<file path="src/FpTypes.sv">
`default_nettype none

package FpTypes;

    // ##################################################
    // Field widths of a single-precision word.
    // ##################################################

    localparam int wordWidth = 32;  // datapath width of both register files.
    localparam int expWidth  = 8;   // biased exponent field.
    localparam int fracWidth = 23;  // stored fraction, the hidden bit is not kept.

    // ##################################################
    // Operation selectors.
    // ##################################################

    // sub-unit that produces the result of an issued operation.
    typedef enum logic [1:0] {
        FpUnitMove,
        FpUnitClassifier,
        FpUnitSign,
        FpUnitComparator
    } FpUnitType;

    // sign injection flavours.
    typedef enum logic [1:0] {
        FpSignJ,   // take the sign of the second source.
        FpSignJn,  // take the inverted sign of the second source.
        FpSignJx   // xor of both signs.
    } FpSignCommand;

    typedef enum logic [2:0] {
        FpCmpEq,
        FpCmpLt,
        FpCmpLe,
        FpCmpMin,
        FpCmpMax
    } FpCmpCommand;

    // ##################################################
    // FCLASS result masks and special values.
    // ##################################################

    // One-hot masks, bit 0 is negative infinity as the ISA defines it.
    localparam logic [wordWidth-1:0] fpClassNegInf       = 32'h0000_0001;
    localparam logic [wordWidth-1:0] fpClassNegNormal    = 32'h0000_0002;
    localparam logic [wordWidth-1:0] fpClassNegSubnormal = 32'h0000_0004;
    localparam logic [wordWidth-1:0] fpClassNegZero      = 32'h0000_0008;
    localparam logic [wordWidth-1:0] fpClassPosZero      = 32'h0000_0010;
    localparam logic [wordWidth-1:0] fpClassPosSubnormal = 32'h0000_0020;
    localparam logic [wordWidth-1:0] fpClassPosNormal    = 32'h0000_0040;
    localparam logic [wordWidth-1:0] fpClassPosInf       = 32'h0000_0080;
    localparam logic [wordWidth-1:0] fpClassSignalingNan = 32'h0000_0100;
    localparam logic [wordWidth-1:0] fpClassQuietNan     = 32'h0000_0200;

    // positive quiet nan with an empty payload.
    localparam logic [wordWidth-1:0] canonicalNan = 32'h7fc0_0000;

endpackage

`default_nettype wire

</file>
<file path="src/Fp32Unit.sv">
`timescale 1ns/1ns
`default_nettype none

module Fp32Unit import FpTypes::*; (
    input  logic                 clk,
    input  logic                 rstN,
    input  logic                 inValid,
    input  FpUnitType            unit,
    input  FpSignCommand         signCmd,
    input  FpCmpCommand          cmpCmd,
    input  logic [wordWidth-1:0] intSrc1,
    input  logic [wordWidth-1:0] fpSrc1,
    input  logic [wordWidth-1:0] fpSrc2,
    output logic                 outValid,
    output logic [wordWidth-1:0] intResult,
    output logic [wordWidth-1:0] fpResult,
    output logic                 nvPulse
);

    // ##################################################
    // Classifier.
    // ##################################################

    function automatic logic [wordWidth-1:0] classify(input logic [wordWidth-1:0] value);
        logic                 sign;
        logic                 expOnes;
        logic                 expZero;
        logic                 fracZero;
        logic [wordWidth-1:0] mask;
        sign     = value[wordWidth-1];
        expOnes  = &value[wordWidth-2 -: expWidth];
        expZero  = value[wordWidth-2 -: expWidth] == '0;
        fracZero = value[fracWidth-1:0] == '0;
        if (expOnes && !fracZero) begin
            mask = value[fracWidth-1] ? fpClassQuietNan : fpClassSignalingNan;
        end else if (expOnes) begin
            mask = sign ? fpClassNegInf : fpClassPosInf;
        end else if (expZero && fracZero) begin
            mask = sign ? fpClassNegZero : fpClassPosZero;
        end else if (expZero) begin
            mask = sign ? fpClassNegSubnormal : fpClassPosSubnormal;
        end else begin
            mask = sign ? fpClassNegNormal : fpClassPosNormal;
        end
        return mask;
    endfunction

    logic [wordWidth-1:0] classMask;

    assign classMask = classify(fpSrc1);

    // ##################################################
    // Sub-units and result select.
    // ##################################################

    logic [wordWidth-1:0] signResult;
    logic [wordWidth-1:0] cmpIntResult;
    logic [wordWidth-1:0] cmpFpResult;
    logic                 cmpInvalid;
    logic [wordWidth-1:0] selIntResult;
    logic [wordWidth-1:0] selFpResult;

    FpSignUnit signUnit (
        .fpResult(signResult),
        .command(signCmd),
        .fpSrc1(fpSrc1),
        .fpSrc2(fpSrc2)
    );

    FpComparator comparator (
        .intResult(cmpIntResult),
        .fpResult(cmpFpResult),
        .invalid(cmpInvalid),
        .command(cmpCmd),
        .fpSrc1(fpSrc1),
        .fpSrc2(fpSrc2)
    );

    always_comb begin
        case (unit)
            FpUnitMove: begin
                selIntResult = fpSrc1;   // fmv.x.w hands over the raw bits.
                selFpResult  = intSrc1;  // fmv.w.x likewise.
            end
            FpUnitClassifier: begin
                selIntResult = classMask;
                selFpResult  = '0;
            end
            FpUnitSign: begin
                selIntResult = '0;
                selFpResult  = signResult;
            end
            FpUnitComparator: begin
                selIntResult = cmpIntResult;
                selFpResult  = cmpFpResult;
            end
            default: begin
                selIntResult = '0;
                selFpResult  = '0;
            end
        endcase
    end

    // ##################################################
    // Output register.
    // ##################################################

    always_ff @(posedge clk) begin
        if (!rstN) begin
            outValid  <= 1'b0;
            nvPulse   <= 1'b0;
            intResult <= '0;
            fpResult  <= '0;
        end else begin
            outValid <= inValid;
            nvPulse  <= inValid && (unit == FpUnitComparator) && cmpInvalid;
            if (inValid) begin
                intResult <= selIntResult;  // results hold until the next issue.
                fpResult  <= selFpResult;
            end
        end
    end

    // every result belongs to an issue one cycle earlier.
    assert property (@(posedge clk) disable iff (!rstN) outValid |-> $past(inValid));

    assert property (@(posedge clk) disable iff (!rstN) nvPulse |-> outValid);

    assert property (@(posedge clk) disable iff (!rstN)
        (inValid && unit == FpUnitClassifier) |-> $onehot(classMask));

endmodule

`default_nettype wire

</file>
<file path="src/FpComparator.sv">
`timescale 1ns/1ns
`default_nettype none

module FpComparator import FpTypes::*; (
    output logic [wordWidth-1:0] intResult,
    output logic [wordWidth-1:0] fpResult,
    output logic                 invalid,
    input  FpCmpCommand          command,
    input  logic [wordWidth-1:0] fpSrc1,
    input  logic [wordWidth-1:0] fpSrc2
);

    // ##################################################
    // Operand decode.
    // ##################################################

    function automatic logic isNan(input logic [wordWidth-1:0] value);
        logic [expWidth-1:0]  exponent;
        logic [fracWidth-1:0] fraction;
        exponent = value[wordWidth-2 -: expWidth];
        fraction = value[fracWidth-1:0];
        return (&exponent) && (fraction != '0);
    endfunction

    function automatic logic isSignalingNan(input logic [wordWidth-1:0] value);
        return isNan(value) && !value[fracWidth-1];  // quiet bit is the fraction msb.
    endfunction

    logic nan1;
    logic nan2;
    logic anyNan;
    logic anySnan;
    logic bothZero;

    assign nan1     = isNan(fpSrc1);
    assign nan2     = isNan(fpSrc2);
    assign anyNan   = nan1 || nan2;
    assign anySnan  = isSignalingNan(fpSrc1) || isSignalingNan(fpSrc2);
    assign bothZero = (fpSrc1[wordWidth-2:0] == '0) && (fpSrc2[wordWidth-2:0] == '0);

    // ##################################################
    // Ordering.
    // ##################################################

    logic orderLt;  // sign-magnitude order where minus zero is below plus zero.
    logic lessThan;
    logic equal;

    always_comb begin
        if (fpSrc1[wordWidth-1] != fpSrc2[wordWidth-1]) begin
            orderLt = fpSrc1[wordWidth-1];  // the negative operand is the smaller one.
        end else if (fpSrc1[wordWidth-1]) begin
            orderLt = fpSrc1[wordWidth-2:0] > fpSrc2[wordWidth-2:0];
        end else begin
            orderLt = fpSrc1[wordWidth-2:0] < fpSrc2[wordWidth-2:0];
        end
    end

    assign lessThan = orderLt && !bothZero;  // the two zeros compare equal here.
    assign equal    = (fpSrc1 == fpSrc2) || bothZero;

    // ##################################################
    // Result selection.
    // ##################################################

    logic [wordWidth-1:0] minMax;

    always_comb begin
        if (nan1 && nan2) begin
            minMax = canonicalNan;
        end else if (nan1) begin
            minMax = fpSrc2;  // a single nan loses to the number.
        end else if (nan2) begin
            minMax = fpSrc1;
        end else if (command == FpCmpMin) begin
            minMax = orderLt ? fpSrc1 : fpSrc2;
        end else begin
            minMax = orderLt ? fpSrc2 : fpSrc1;
        end
    end

    always_comb begin
        intResult = '0;
        fpResult  = '0;
        invalid   = anySnan;  // feq, fmin and fmax only trap on signaling nans.
        case (command)
            FpCmpEq: begin
                intResult[0] = equal && !anyNan;
            end
            FpCmpLt: begin
                intResult[0] = lessThan && !anyNan;
                invalid      = anyNan;
            end
            FpCmpLe: begin
                intResult[0] = (lessThan || equal) && !anyNan;
                invalid      = anyNan;
            end
            FpCmpMin, FpCmpMax: begin
                fpResult = minMax;
            end
            default: begin
                invalid = 1'b0;
            end
        endcase
    end

endmodule

`default_nettype wire

</file>
<file path="src/FpFlagRegister.sv">
`timescale 1ns/1ns
`default_nettype none

module FpFlagRegister (
    input  logic clk,
    input  logic rstN,
    input  logic nvPulse,
    input  logic clearFlags,
    output logic flagNv
);

    // ##################################################
    // Sticky invalid-operation flag.
    // ##################################################

    always_ff @(posedge clk) begin
        if (!rstN) begin
            flagNv <= 1'b0;
        end else if (nvPulse) begin
            flagNv <= 1'b1;  // a new exception beats a clear in the same cycle.
        end else if (clearFlags) begin
            flagNv <= 1'b0;
        end
    end

    // The flag only comes up as the result of a reported exception.
    assert property (@(posedge clk) disable iff (!rstN)
        $rose(flagNv) |-> $past(nvPulse));

endmodule

`default_nettype wire

</file>
<file path="src/FpSignUnit.sv">
`timescale 1ns/1ns
`default_nettype none

module FpSignUnit import FpTypes::*; (
    output logic [wordWidth-1:0] fpResult,
    input  FpSignCommand         command,
    input  logic [wordWidth-1:0] fpSrc1,
    input  logic [wordWidth-1:0] fpSrc2
);

    logic sign1;    // sign of the value whose magnitude is kept.
    logic sign2;
    logic signOut;

    assign sign1 = fpSrc1[wordWidth-1];
    assign sign2 = fpSrc2[wordWidth-1];

    always_comb begin
        case (command)
            FpSignJ: begin
                signOut = sign2;
            end
            FpSignJn: begin
                signOut = ~sign2;
            end
            FpSignJx: begin
                signOut = sign1 ^ sign2;
            end
            default: begin
                signOut = sign1;  // unused encoding leaves the operand as it is.
            end
        endcase
    end

    // Exponent and fraction pass through untouched, even for a nan.
    assign fpResult = {signOut, fpSrc1[wordWidth-2:0]};

endmodule

`default_nettype wire

</file>
<file path="src/FpuTop.sv">
`timescale 1ns/1ns
`default_nettype none

module FpuTop import FpTypes::*; (
    input  logic                 clk,
    input  logic                 rstN,
    input  logic                 inValid,
    input  FpUnitType            unit,
    input  FpSignCommand         signCmd,
    input  FpCmpCommand          cmpCmd,
    input  logic [wordWidth-1:0] intSrc1,
    input  logic [wordWidth-1:0] fpSrc1,
    input  logic [wordWidth-1:0] fpSrc2,
    input  logic                 clearFlags,
    output logic                 outValid,
    output logic [wordWidth-1:0] intResult,
    output logic [wordWidth-1:0] fpResult,
    output logic                 flagNv
);

    logic nvPulse;  // invalid report travelling with the registered result.

    Fp32Unit fpUnit (
        .clk(clk),
        .rstN(rstN),
        .inValid(inValid),
        .unit(unit),
        .signCmd(signCmd),
        .cmpCmd(cmpCmd),
        .intSrc1(intSrc1),
        .fpSrc1(fpSrc1),
        .fpSrc2(fpSrc2),
        .outValid(outValid),
        .intResult(intResult),
        .fpResult(fpResult),
        .nvPulse(nvPulse)
    );

    FpFlagRegister flagRegister (
        .clk(clk),
        .rstN(rstN),
        .nvPulse(nvPulse),
        .clearFlags(clearFlags),
        .flagNv(flagNv)
    );

endmodule

`default_nettype wire

</file>
<file path="config.mk">
export PLATFORM = sky130hd
export DESIGN_NAME = FpuTop
export DESIGN_NICKNAME = d
export VERILOG_FILES = /design/src/FpTypes.sv /design/src/Fp32Unit.sv /design/src/FpComparator.sv /design/src/FpFlagRegister.sv /design/src/FpSignUnit.sv /design/src/FpuTop.sv
export SDC_FILE = /design/constraint.sdc
export NUM_CORES = 1
export LEC_CHECK = 0
export ABC_CLOCK_PERIOD_IN_PS = 2490
export BUFFER_PORTS_ARGS = -buffer_cell sky130_fd_sc_hd__clkbuf_2
export CAP_MARGIN = 20
export CELL_PAD_IN_SITES_DETAIL_PLACEMENT = 1
export CELL_PAD_IN_SITES_GLOBAL_PLACEMENT = 2
export CORE_UTILIZATION = 27
export DETAILED_ROUTE_END_ITERATION = 8
export PLACE_DENSITY = 0.86
export SLEW_MARGIN = 20
export SYNTH_ARGS = -nofsm -noshare
export SYNTH_HDL_FRONTEND = slang
export SYNTH_HIERARCHICAL = 1
export SYNTH_SLANG_ARGS = --single-unit
</file>
<file path="constraint.sdc">
create_clock -name clk -period 2.49 [get_ports clk]
set_input_delay 0 -clock clk [delete_from_list [all_inputs] [get_ports clk]]
set_output_delay 0 -clock clk [all_outputs]
set_load 0.01 [all_outputs]
</file>
==> impl_metrics.env, run 1 <==
export IMPL_status="finished, violations left"
export IMPL_met3_length_um=1170
export IMPL_placementRows=52
export IMPL_grt_ovfl_total=0
export IMPL_grt_antenna_before_repair=1
export IMPL_ys_ff_latch=67
export IMPL_post_route_min_period_ns=2.61
export IMPL_synth_warnings=6
export IMPL_regArea_um2=1340
export IMPL_yosysTopAreaCell="dfxtp_1"
export IMPL_finalClockSkew_ns=0.0000215
export IMPL_cts_buffer_depth=2
export IMPL_syn_area_um2=5600
export IMPL_grt_pass1_vias=6391
export IMPL_n_antenna_cell=0
export IMPL_met1_length_um=10600
export IMPL_htreeDepth=3
export IMPL_cts_root_buf="clkbuf_16"
export IMPL_preCtsSetupSlack_ns=-0.663
export IMPL_max_slew_worst_pin_slew_ns=0.604
export IMPL_first_pass_iters=5
export IMPL_nNetsFinal=1019
export IMPL_cts_tree="done"
export IMPL_drv_slew=0
export IMPL_grt_use_total=0.218
export IMPL_worstSetupEndpointType="register"
export IMPL_rsz0062_at_grt="true"
export IMPL_startpoint_type="input port"
export IMPL_avgRoutedWirePerCell_um=19.9
export IMPL_drive_gt1_frac=0.412
export IMPL_final_cell_mix="clkbuf_2, buf_4, dfxtp_1"
export IMPL_violations="setup timing"
export IMPL_highest_layer="met5"
export IMPL_vias_per_cell=5.30
export IMPL_synthToLayoutAreaGrowth_pct=39.3
export IMPL_core_area_um2=20300
export IMPL_ys_seq_area_frac=0.239
export IMPL_arrival_ns=2.85
export IMPL_die_y_um=146
export IMPL_wl_um=23000
export IMPL_fillers=2475
export IMPL_p_leak_nw=3.68
export IMPL_start_util=0.276
export IMPL_drv_cap=0
export IMPL_fmax_ghz=0.383
export IMPL_synth_cell_types=67
export IMPL_cts_clk_slew_worst_paths_ns=0.06
export IMPL_regToRegSetupSlack_ns=1.40
export IMPL_synth_flop_cell="dfxtp_1"
export IMPL_power_density_nw_per_um2=464
export IMPL_grt_pass1_wl_um=35600
export IMPL_hp_class="in2reg"
export IMPL_met2_length_um=10700
export IMPL_synth_avg_cell_area_um2=8.42
export IMPL_stdcell_area_um2=7800
export IMPL_setup_viol=31
export IMPL_reg2reg_to="fpUnit/intResult[7]"
export IMPL_fin_crit_sh=1.05
export IMPL_grt_max_degree=53
export IMPL_final_antenna_net_count=0
export IMPL_place_area_um2=7060
export IMPL_multi_input_area_um2=3860
export IMPL_drcViolationCount=0
export IMPL_synth_edff_count=0
export IMPL_port_buffers=172
export IMPL_io_pins=173
export IMPL_final_common_cell="clkbuf_2"
export IMPL_clock_sinks=67
export IMPL_setup_ws_ns=-0.123
export IMPL_drt_iter0_markers=270
export IMPL_cp_required_ns=2.73
export IMPL_worstHoldStart="intSrc1[6]"
export IMPL_whs_path_depth=4
export IMPL_die_w_um=146
export IMPL_ff2ff_path_depth=3
export IMPL_clk_latency_ns=0.34
export IMPL_dieArea_um2=21300
export IMPL_synthTopCellsByArea="dfxtp_1, buf_4, ha_1"
export IMPL_async_reset_ff_frac=0
export IMPL_instances_no_fill=1154
export IMPL_worstHoldEndpoint="fpUnit/fpResult[6]"
export IMPL_numCtsBuffers=9
export IMPL_numPlacedInstances=1121
export IMPL_synth_top_area_share=0.239
export IMPL_num_vias=6114
export IMPL_critPathKind="in2reg"
export IMPL_rr_startpoint="fpUnit/intResult[7]"
export IMPL_path_max_fanout=11
export IMPL_gp_congestion=0.882
export IMPL_synthCells=665
export IMPL_dp_hpwl_um=17100
export IMPL_vdd_drop_max_mv=0.283
export IMPL_hold_viol=0
export IMPL_relSlewSlack=0.594
-- area by class of cell --
cell class | count | area share
Inverter | 35 | 0.0188
Multi-Input combinational cell | 483 | 0.494
Tap cell | 270 | 0.0433
Clock inverter | 7 | 0.00882
Sequential cell | 67 | 0.172
Timing Repair Buffer | 283 | 0.234
Clock buffer | 9 | 0.0289
-- power breakdown --
group	internal, mW	switching, mW	leakage (nW)
sequential	1.14	0.0392	0.554
clock	0.771	0.532	0.141
combinational	0.524	0.611	2.99
total	2.44	1.18	3.68
-- worst max-delay path: stages --
cell and delay, ns:
buf_8 0.10, inv_4 0.05, ha_4 0.20, nand4_1 0.14, buf_6 0.15, nor3_4 0.06
a2111oi_4 0.37, o211ai_2 0.21, or3_4 0.41, buf_6 0.13, a211oi_4 0.20, buf_6 0.17
nor2_4 0.09, a32o_1 0.25, nand2_1 0.06, o211ai_1 0.12, o211a_1 0.16
-- worst max-delay path by stage --
stage | cells past startpoint | start | end | slack (ns)
finish | 17 | fpSrc2[26] | fpUnit/fpResult[0] | -0.12
detailed placement | 14 | fpSrc2[24] | fpUnit/fpResult[0] | -0.66
floorplan | 14 | fpSrc2[20] | fpUnit/fpResult[10] | 0.005
CTS | 16 | fpSrc2[29] | fpUnit/fpResult[0] | -0.02
global placement | 14 | fpSrc2[23] | fpUnit/fpResult[0] | -0.62
global route | 18 | fpSrc2[26] | fpUnit/fpResult[28] | -0.21
-- through the flow --
step	util	hold WS, ns	setup TNS (ns)	total power, mW
6_report	0.384	0.0897	-2.17	3.62
3_3_place_gp	0.348	0.326	-15.71	2.19
5_1_grt	0.384	0.105	-4.73	3.83
4_1_cts	0.376	0.0806	-0.0172	3.62
2_1_floorplan	-	0.117	0	1.80
3_5_place_dp	0.348	0.342	-17.63	2.22
-- synthesized netlist by cell type (5+ instances only) --
master	number
dfxtp_1	67
buf_4	66
nand2_1	53
nor2_1	38
o211ai_1	36
inv_1	34
ha_1	33
o211a_1	33
mux2i_1	32
clkbuf_1	26
a221oi_1	24
a32o_1	22
nor3b_1	22
nor4_1	20
nand4_1	15
buf_2	14
o21ai_0	14
a21oi_1	11
nor3_1	10
o221a_2	8
a31oi_1	6
a22oi_1	5
nand3_1	5
-- routing by layer --
metal,global-route usage,vias to the layer above
li1,-,2876
met1,0.282,3029
met2,0.360,176
met3,0.0450,31
met4,0.0703,2
met5,0,-
-- logic make-up after synthesis --
kind of cell,share of synthesized area
AO/OA/AOI/OAI,0.290
XOR/XNOR,0.00156
adder cells (fa/ha/maj),0.0737
buffers and inverters,0.148
flip-flops,0.239
multiplexers,0.0572
other,0.000669
AND/OR/NAND/NOR,0.189
-- timing repair --
action,CTS,global route
buffers inserted,10,3
resized for setup,24,38
gates cloned,3,0
hold endpoints to repair,1,0
pin swaps,17,27
hold buffers,1,0
setup endpoints to repair,31,31
-- state kept, by name (all words and copies together), names as in the netlist --
| register | cells |
|---|---|
| fpUnit/fpResult | 32 |
| fpUnit/nvPulse | 1 |
| fpUnit/outValid | 1 |
| flagRegister/flagNv | 1 |
| fpUnit/intResult | 32 |
(Power assumes the default switching activity.)
==> inputs of run 2 (changes only) <==
--- a/config.mk
+++ b/config.mk
@@ -5,14 +5,15 @@
 export SDC_FILE = /design/constraint.sdc
 export NUM_CORES = 1
 export LEC_CHECK = 0
+export ABC_AREA = 1
 export ABC_CLOCK_PERIOD_IN_PS = 2490
 export BUFFER_PORTS_ARGS = -buffer_cell sky130_fd_sc_hd__clkbuf_2
 export CAP_MARGIN = 20
 export CELL_PAD_IN_SITES_DETAIL_PLACEMENT = 1
 export CELL_PAD_IN_SITES_GLOBAL_PLACEMENT = 2
-export CORE_UTILIZATION = 27
+export CORE_UTILIZATION = 24
 export DETAILED_ROUTE_END_ITERATION = 8
-export PLACE_DENSITY = 0.86
+export PLACE_DENSITY = 0.85
 export SLEW_MARGIN = 20
 export SYNTH_ARGS = -nofsm -noshare
 export SYNTH_HDL_FRONTEND = slang
==> run 2 against run 1 <==
Against the previous run:
- the run now ends clean
- maximum frequency grew 14%
- die area is 14% higher
- flip-flop and latch count stayed put
- sequential share of layout area up 1.2 points
- non-clock buffer count is 33 lower
- hold slack worse by 0.072 ns
- first-iteration DRC count up 54%
- critical path depth did not move
- setup slack better by 0.32 ns
- synthesized cell count grew 34%
- clock skew about the same
==> impl_metrics.env, run 2 <==
export IMPL_status="finished, final reports clean"
export IMPL_synth_cell_types=32
export IMPL_path_cells="clkbuf_2, ha_1, nand2_1, nor2_2, nand2_1, nor3b_2, nand2_1, nand2_1, nand2_1, nand2_2, nand3_1, nand3_4, buf_4, a21oi_1, nor2_1, nand2_1, a31oi_1"
export IMPL_grt_use_met1=0.274
export IMPL_gp_congestion=0.901
export IMPL_final_common_cell="nand2_1"
export IMPL_setup_viol=0
export IMPL_hp_class="in2reg"
export IMPL_htreeDepth=3
export IMPL_path_max_fanout=15
export IMPL_fin_crit_sh=0.919
export IMPL_ys_seq_area_frac=0.236
export IMPL_synth_flop_cell="dfxtp_1"
export IMPL_arrival_ns=2.56
export IMPL_vias_per_cell=4.85
export IMPL_p_leak_nw=3.44
export IMPL_avgRoutedWirePerCell_um=17.8
export IMPL_synth_warnings=6
export IMPL_rsz0062_at_grt="false"
export IMPL_crit_top_cell="nand2_1"
export IMPL_num_vias=6711
export IMPL_post_route_min_period_ns=2.29
export IMPL_grt_antenna_before_repair=0
export IMPL_drive_gt1_frac=0.239
export IMPL_grt_use_total=0.205
export IMPL_relSlewSlack=0.459
export IMPL_crit_path_top_delay_cell="ha_1"
export IMPL_wl_um=24700
export IMPL_cts_buffer_depth=2
export IMPL_io_pins=173
export IMPL_cts_tree="done"
export IMPL_die_w_um=156
export IMPL_instances_no_fill=1384
export IMPL_final_core_util=0.319
export IMPL_drv_slew=0
export IMPL_dp_hpwl_um=19000
export IMPL_synth_xor_area_frac=0
export IMPL_syn_area_um2=5670
export IMPL_final_antenna_net_count=0
export IMPL_cts_root_buf="clkbuf_16"
export IMPL_clock_sinks=67
export IMPL_hold_viol=0
export IMPL_synth_compound_area_frac=0.232
export IMPL_synthToLayoutAreaGrowth_pct=28.8
export IMPL_clk_latency_ns=0.34
export IMPL_synth_top_family_by_area="simple AND/OR/NAND/NOR gates"
export IMPL_placementRows=55
export IMPL_synth_avg_cell_area_um2=6.37
export IMPL_cp_required_ns=2.76
export IMPL_grt_pass1_wl_um=38100
export IMPL_numCtsBuffers=9
export IMPL_grt_most_used_layer="met2"
export IMPL_critPathKind="in2reg"
export IMPL_startpoint_type="input port"
export IMPL_worstSetupEndpointType="register"
export IMPL_dieArea_um2=24300
export IMPL_grt_pass1_vias=6738
export IMPL_max_slew_worst_pin_slew_ns=0.812
export IMPL_core_area_um2=22900
export IMPL_fmax_ghz=0.437
export IMPL_synth_area_mux_share=0
export IMPL_cpPeakStageDelay_ns=0.34
export IMPL_async_reset_ff_frac=0
export IMPL_regArea_um2=1340
export IMPL_synthAdderAreaFrac=0.0728
export IMPL_synth_commonest_cells="nand2_1, a21oi_1, nor2_1, o21ai_0, buf_4"
export IMPL_fillers=2979
export IMPL_vdd_drop_max_mv=0.304
export IMPL_drcViolationCount=0
export IMPL_synthTopCellsByArea="dfxtp_1, nand2_1, buf_4"
export IMPL_power_density_nw_per_um2=498
export IMPL_post_cts_buffers=0
export IMPL_final_cell_mix="nand2_1, clkbuf_2, a21oi_1"
export IMPL_synth_edff_count=0
export IMPL_yosysTopAreaCell="dfxtp_1"
export IMPL_ys_ff_latch=67
export IMPL_cts_clk_slew_worst_paths_ns=0.06
export IMPL_first_pass_iters=5
export IMPL_globalRouteMet2Util=0.333
export IMPL_preCtsSetupSlack_ns=-0.127
export IMPL_synthCells=891
export IMPL_regToRegSetupSlack_ns=1.73
export IMPL_finalClockSkew_ns=0.000102
export IMPL_yosys_area_share_simple=0.273
export IMPL_setup_ws_ns=0.202
export IMPL_multi_input_area_um2=3400
export IMPL_grt_ovfl_total=0
export IMPL_grt_max_degree=85
export IMPL_synth_most_common_cell="nand2_1"
export IMPL_crit_family="simple AND/OR/NAND/NOR gates"
export IMPL_reg_top3="fpUnit/fpResult: 32 flops, fpUnit/intResult: 32 flops"
export IMPL_start_util=0.248
export IMPL_n_antenna_cell=0
export IMPL_worst_path_buf_inv=2
export IMPL_drv_cap=0
export IMPL_die_y_um=156
export IMPL_nNetsFinal=1206
export IMPL_numPlacedInstances=1336
export IMPL_synth_top_area_share=0.236
export IMPL_drt_iter0_markers=416
export IMPL_port_buffers=172
export IMPL_use_met3=0.0317
run 2: cell types whose count changed after synthesis, sizes merged, moves of 21 or more:
cell    previous run  this run
inv               34        76
o211a             33         0
mux2i             32         0
o211ai            38         1
a32o              22         0
nand3              5        53
nor2              39        80
a21oi             11        87
nand2             53       187
o21ai             15        91
nor3b             22         1
a31oi              7        53
run 2: layer usage:
| layer | wire length, um | vias up |
|---|---|---|
| li1 | - | 3281 |
| met1 | 11200 | 3147 |
| met2 | 11400 | 242 |
| met3 | 1460 | 41 |
| met4 | 637 | 0 |
| met5 | 0 | - |
run 2: repair_timing:
item / in CTS / in global routing
endpoints found under the setup margin: 0 / 11
endpoints found under the hold margin: 32 / 0
hold buffers: 32 / 0
gates resized for setup: 0 / 1
run 2: area by class of cell:
| cell class | count | share of cell area |
|---|---|---|
| clock buffer | 10 | 0.0327 |
| clock inverter | 6 | 0.0122 |
| inverter | 76 | 0.0390 |
| multi-input combinational | 662 | 0.465 |
| sequential | 67 | 0.184 |
| tap | 313 | 0.0536 |
| timing repair buffer | 250 | 0.214 |
run 2: worst register-to-register path, stage by stage (launching register included):
cell	delay, ns
dfxtp_1	0.41
o21ai_0	0.11
a31oi_1	0.18
run 2: final timing paths:
path              cells past startpoint                start                   to
setup / recovery                     17           fpSrc1[22]   fpUnit/fpResult[1]
hold / removal                        3          intSrc1[13]  fpUnit/fpResult[13]
setup reg to reg                      2  fpUnit/fpResult[13]  fpUnit/fpResult[13]
hold reg to reg                       2       fpUnit/nvPulse  flagRegister/flagNv
run 2: metrics by stage:
stage	power, mW	setup TNS (ns)	hold WS (ns)	area (um2)
floorplan	1.79	0	0.122	5780
global placement	2.15	-0.0246	0.267	6660
detailed placement	2.16	-1.82	0.264	6660
CTS	3.66	0	0.00856	7300
global route	3.84	0	0.0187	7310
finish	3.64	0	0.0181	7310
run 2: power by group:
part / switching, mW / leakage, nW / internal, mW
Sequential: 0.0408 / 0.554 / 1.14
Combinational: 0.622 / 2.73 / 0.383
Clock: 0.544 / 0.155 / 0.905
Total: 1.21 / 3.44 / 2.43
run 2: cell families after synthesis:
kind of cell,after synthesis
DFF,67
AOI/OAI and AO/OA,242
buffers and inverters,192
other,1
and+or+nand+nor,356
adders and majority gates,33
==> inputs of run 3 (changes only) <==
--- a/config.mk
+++ b/config.mk
@@ -6,14 +6,14 @@
 export NUM_CORES = 1
 export LEC_CHECK = 0
 export ABC_AREA = 1
-export ABC_CLOCK_PERIOD_IN_PS = 2490
+export ABC_CLOCK_PERIOD_IN_PS = 2100
 export BUFFER_PORTS_ARGS = -buffer_cell sky130_fd_sc_hd__clkbuf_2
 export CAP_MARGIN = 20
 export CELL_PAD_IN_SITES_DETAIL_PLACEMENT = 1
 export CELL_PAD_IN_SITES_GLOBAL_PLACEMENT = 2
 export CORE_UTILIZATION = 24
 export DETAILED_ROUTE_END_ITERATION = 8
-export PLACE_DENSITY = 0.85
+export PLACE_DENSITY = 0.83
 export SLEW_MARGIN = 20
 export SYNTH_ARGS = -nofsm -noshare
 export SYNTH_HDL_FRONTEND = slang
==> constraint.sdc (replaced) <==
create_clock -name clk -period 2.1 [get_ports clk]
set_input_delay 0 -clock clk [delete_from_list [all_inputs] [get_ports clk]]
set_output_delay 0 -clock clk [all_outputs]
set_load 0.01 [all_outputs]
==> run 3 against run 2 <==
Against the previous run:
- first-iteration DRC count fell by 19%
- critical path depth rose by 2
- cell count rose by 4.8%
- core utilization rose by 3.2 points
- clock power barely moved
- global-route usage rose by 0.33 points
- hold slack got worse by 0.0097 ns
- flip-flop and latch count did not move
- count of clock-buffer cells in the layout did not move
- combinational power rose by 39%
- design area rose by 9.9%
- via count rose by 2.5%
- critical path type unchanged
- critical endpoint is now fpUnit/fpResult[16]
- largest cell class unchanged
==> impl_metrics.env, run 3 (same netlist as run 2, synthesis figures left out) <==
export IMPL_status="finished, final reports clean"
export IMPL_critPathKind="in2reg"
export IMPL_max_slew_worst_pin_slew_ns=0.635
export IMPL_hp_class="in2reg"
export IMPL_fin_crit_sh=0.971
export IMPL_power_share_sequential=0.329
export IMPL_reg_top3="fpUnit/fpResult: 32 flops, fpUnit/intResult: 32 flops"
export IMPL_grt_max_degree=37
export IMPL_cts_buffer_depth=2
export IMPL_vias_per_cell=4.74
export IMPL_start_util=0.248
export IMPL_drcViolationCount=0
export IMPL_gp_congestion=0.880
export IMPL_fmax_ghz=0.490
export IMPL_comb_power_share=0.328
export IMPL_drive_gt1_frac=0.320
export IMPL_startpoint_type="input port"
export IMPL_power_density_nw_per_um2=530
export IMPL_p_leak_nw=3.80
export IMPL_switchingPower_mw=1.49
export IMPL_drv_slew=0
export IMPL_drv_cap=0
export IMPL_finalClockSkew_ns=0.00651
export IMPL_grt_pass1_vias=6929
export IMPL_synthToLayoutAreaGrowth_pct=41.6
export IMPL_avgRoutedWirePerCell_um=17.4
export IMPL_hold_worst_slack_ns=0.00837
export IMPL_path_max_fanout=7
export IMPL_n_antenna_cell=0
export IMPL_grt_ovfl_total=0
export IMPL_post_route_min_period_ns=2.04
export IMPL_final_cell_mix="clkbuf_2, nand2_1, buf_4"
export IMPL_port_buffers=172
export IMPL_io_pins=173
export IMPL_wl_um=25300
export IMPL_grt_pass1_wl_um=38800
export IMPL_cp_required_ns=2.33
export IMPL_first_pass_iters=4
export IMPL_fillers=2984
export IMPL_hold_viol=0
export IMPL_drt_iter0_markers=335
export IMPL_rsz0062_at_grt="true"
export IMPL_dp_hpwl_um=19700
export IMPL_grt_antenna_before_repair=0
export IMPL_cts_root_buf="clkbuf_16"
export IMPL_setup_tns_ns=0
export IMPL_nNetsFinal=1273
export IMPL_p_total_mw=4.26
export IMPL_numCtsBuffers=9
export IMPL_clock_sinks=67
export IMPL_final_antenna_net_count=0
export IMPL_p_sw_frac=0.349
export IMPL_dieArea_um2=24300
export IMPL_final_common_cell="clkbuf_2"
export IMPL_internal_power_mw=2.77
export IMPL_cts_tree="done"
export IMPL_num_vias=6876
export IMPL_clk_latency_ns=0.34
export IMPL_die_w_um=156
export IMPL_setup_viol=0
export IMPL_htreeDepth=3
export IMPL_placementRows=55
export IMPL_grt_use_total=0.208
export IMPL_relSlewSlack=0.577
export IMPL_arrival_ns=2.27
export IMPL_die_y_um=156
export IMPL_cts_clk_slew_worst_paths_ns=0.06
export IMPL_pwr_share_clk=0.343
export IMPL_core_area_um2=22900
export IMPL_vdd_drop_max_mv=0.415
export IMPL_worstSetupEndpointType="register"
-- run 3: per-stage QoR --
stage	util	instances	cell area (um2)	worst slack [ns]
2_1_floorplan	-	921	5780	0.301
3_3_place_gp	0.313	1402	7180	-0.223
3_5_place_dp	0.313	1402	7180	-0.327
4_1_cts	0.338	1448	7760	0.0201
5_1_grt	0.350	1451	8030	-0.0453
6_report	0.350	1451	8030	0.0606
-- run 3: cell type report --
| cell class | count | area [um2] | area share |
|---|---|---|---|
| flip-flops and latches | 67 | 1340 | 0.167 |
| repair buffers | 317 | 2120 | 0.264 |
| well taps | 313 | 392 | 0.0488 |
| multi-input cells | 662 | 3610 | 0.450 |
| clock buffers | 10 | 239 | 0.0298 |
| inverters | 76 | 285 | 0.0355 |
| clock inverters | 6 | 41.3 | 0.00514 |
-- run 3: metal layers --
layer / track usage / vias to the layer above / share of wire
li1: - / 3421 / -
met1: 0.280 / 3253 / 0.47
met2: 0.339 / 168 / 0.46
met3: 0.0275 / 34 / 0.046
met4: 0.0728 / 0 / 0.027
met5: 0 / - / 0
-- run 3: what timing repair did --
| action | in CTS | in global routing |
|---|---|---|
| hold buffers | 30 | 0 |
| hold endpoints to repair | 30 | 0 |
| endpoints found under the setup margin | 0 | 31 |
| resized for setup | 0 | 57 |
| buffers inserted | 0 | 3 |
-- run 3: path summary, 6_finish.rpt --
kind                        start                    to  slack, ns  depth (start not counted)
min                   intSrc1[23]   fpUnit/fpResult[23]      0.008                          3
max reg2reg  fpUnit/intResult[23]  fpUnit/intResult[23]       1.39                          2
max                    fpSrc1[22]   fpUnit/fpResult[16]       0.06                         19
min reg2reg        fpUnit/nvPulse   flagRegister/flagNv       0.45                          2
-- run 3: power groups by stage --
stage                     clock network (mW)  registers (mW)  logic (mW)
final                                   1.46            1.40        1.40
after floorplan                            0            1.46       0.659
after detailed placement                   0            1.43        1.24
after global routing                    1.53            1.41        1.53
after global placement                     0            1.43        1.22
after CTS                               1.49            1.40        1.29
-- run 3: worst max-delay path, cell delays in order --
cell      delay, ns
clkbuf_2       0.13
ha_1           0.33
nand2_2        0.08
nor2_4         0.15
nand2_2        0.09
nor3b_4        0.19
nand2_2        0.09
nand2_2        0.06
nand2_1        0.06
nand2_2        0.09
nand2_2        0.05
nand2_2        0.08
nand3_4        0.14
buf_4          0.17
buf_4          0.15
a21oi_1        0.16
nor2_1         0.08
nand2_1        0.07
a31oi_1        0.08
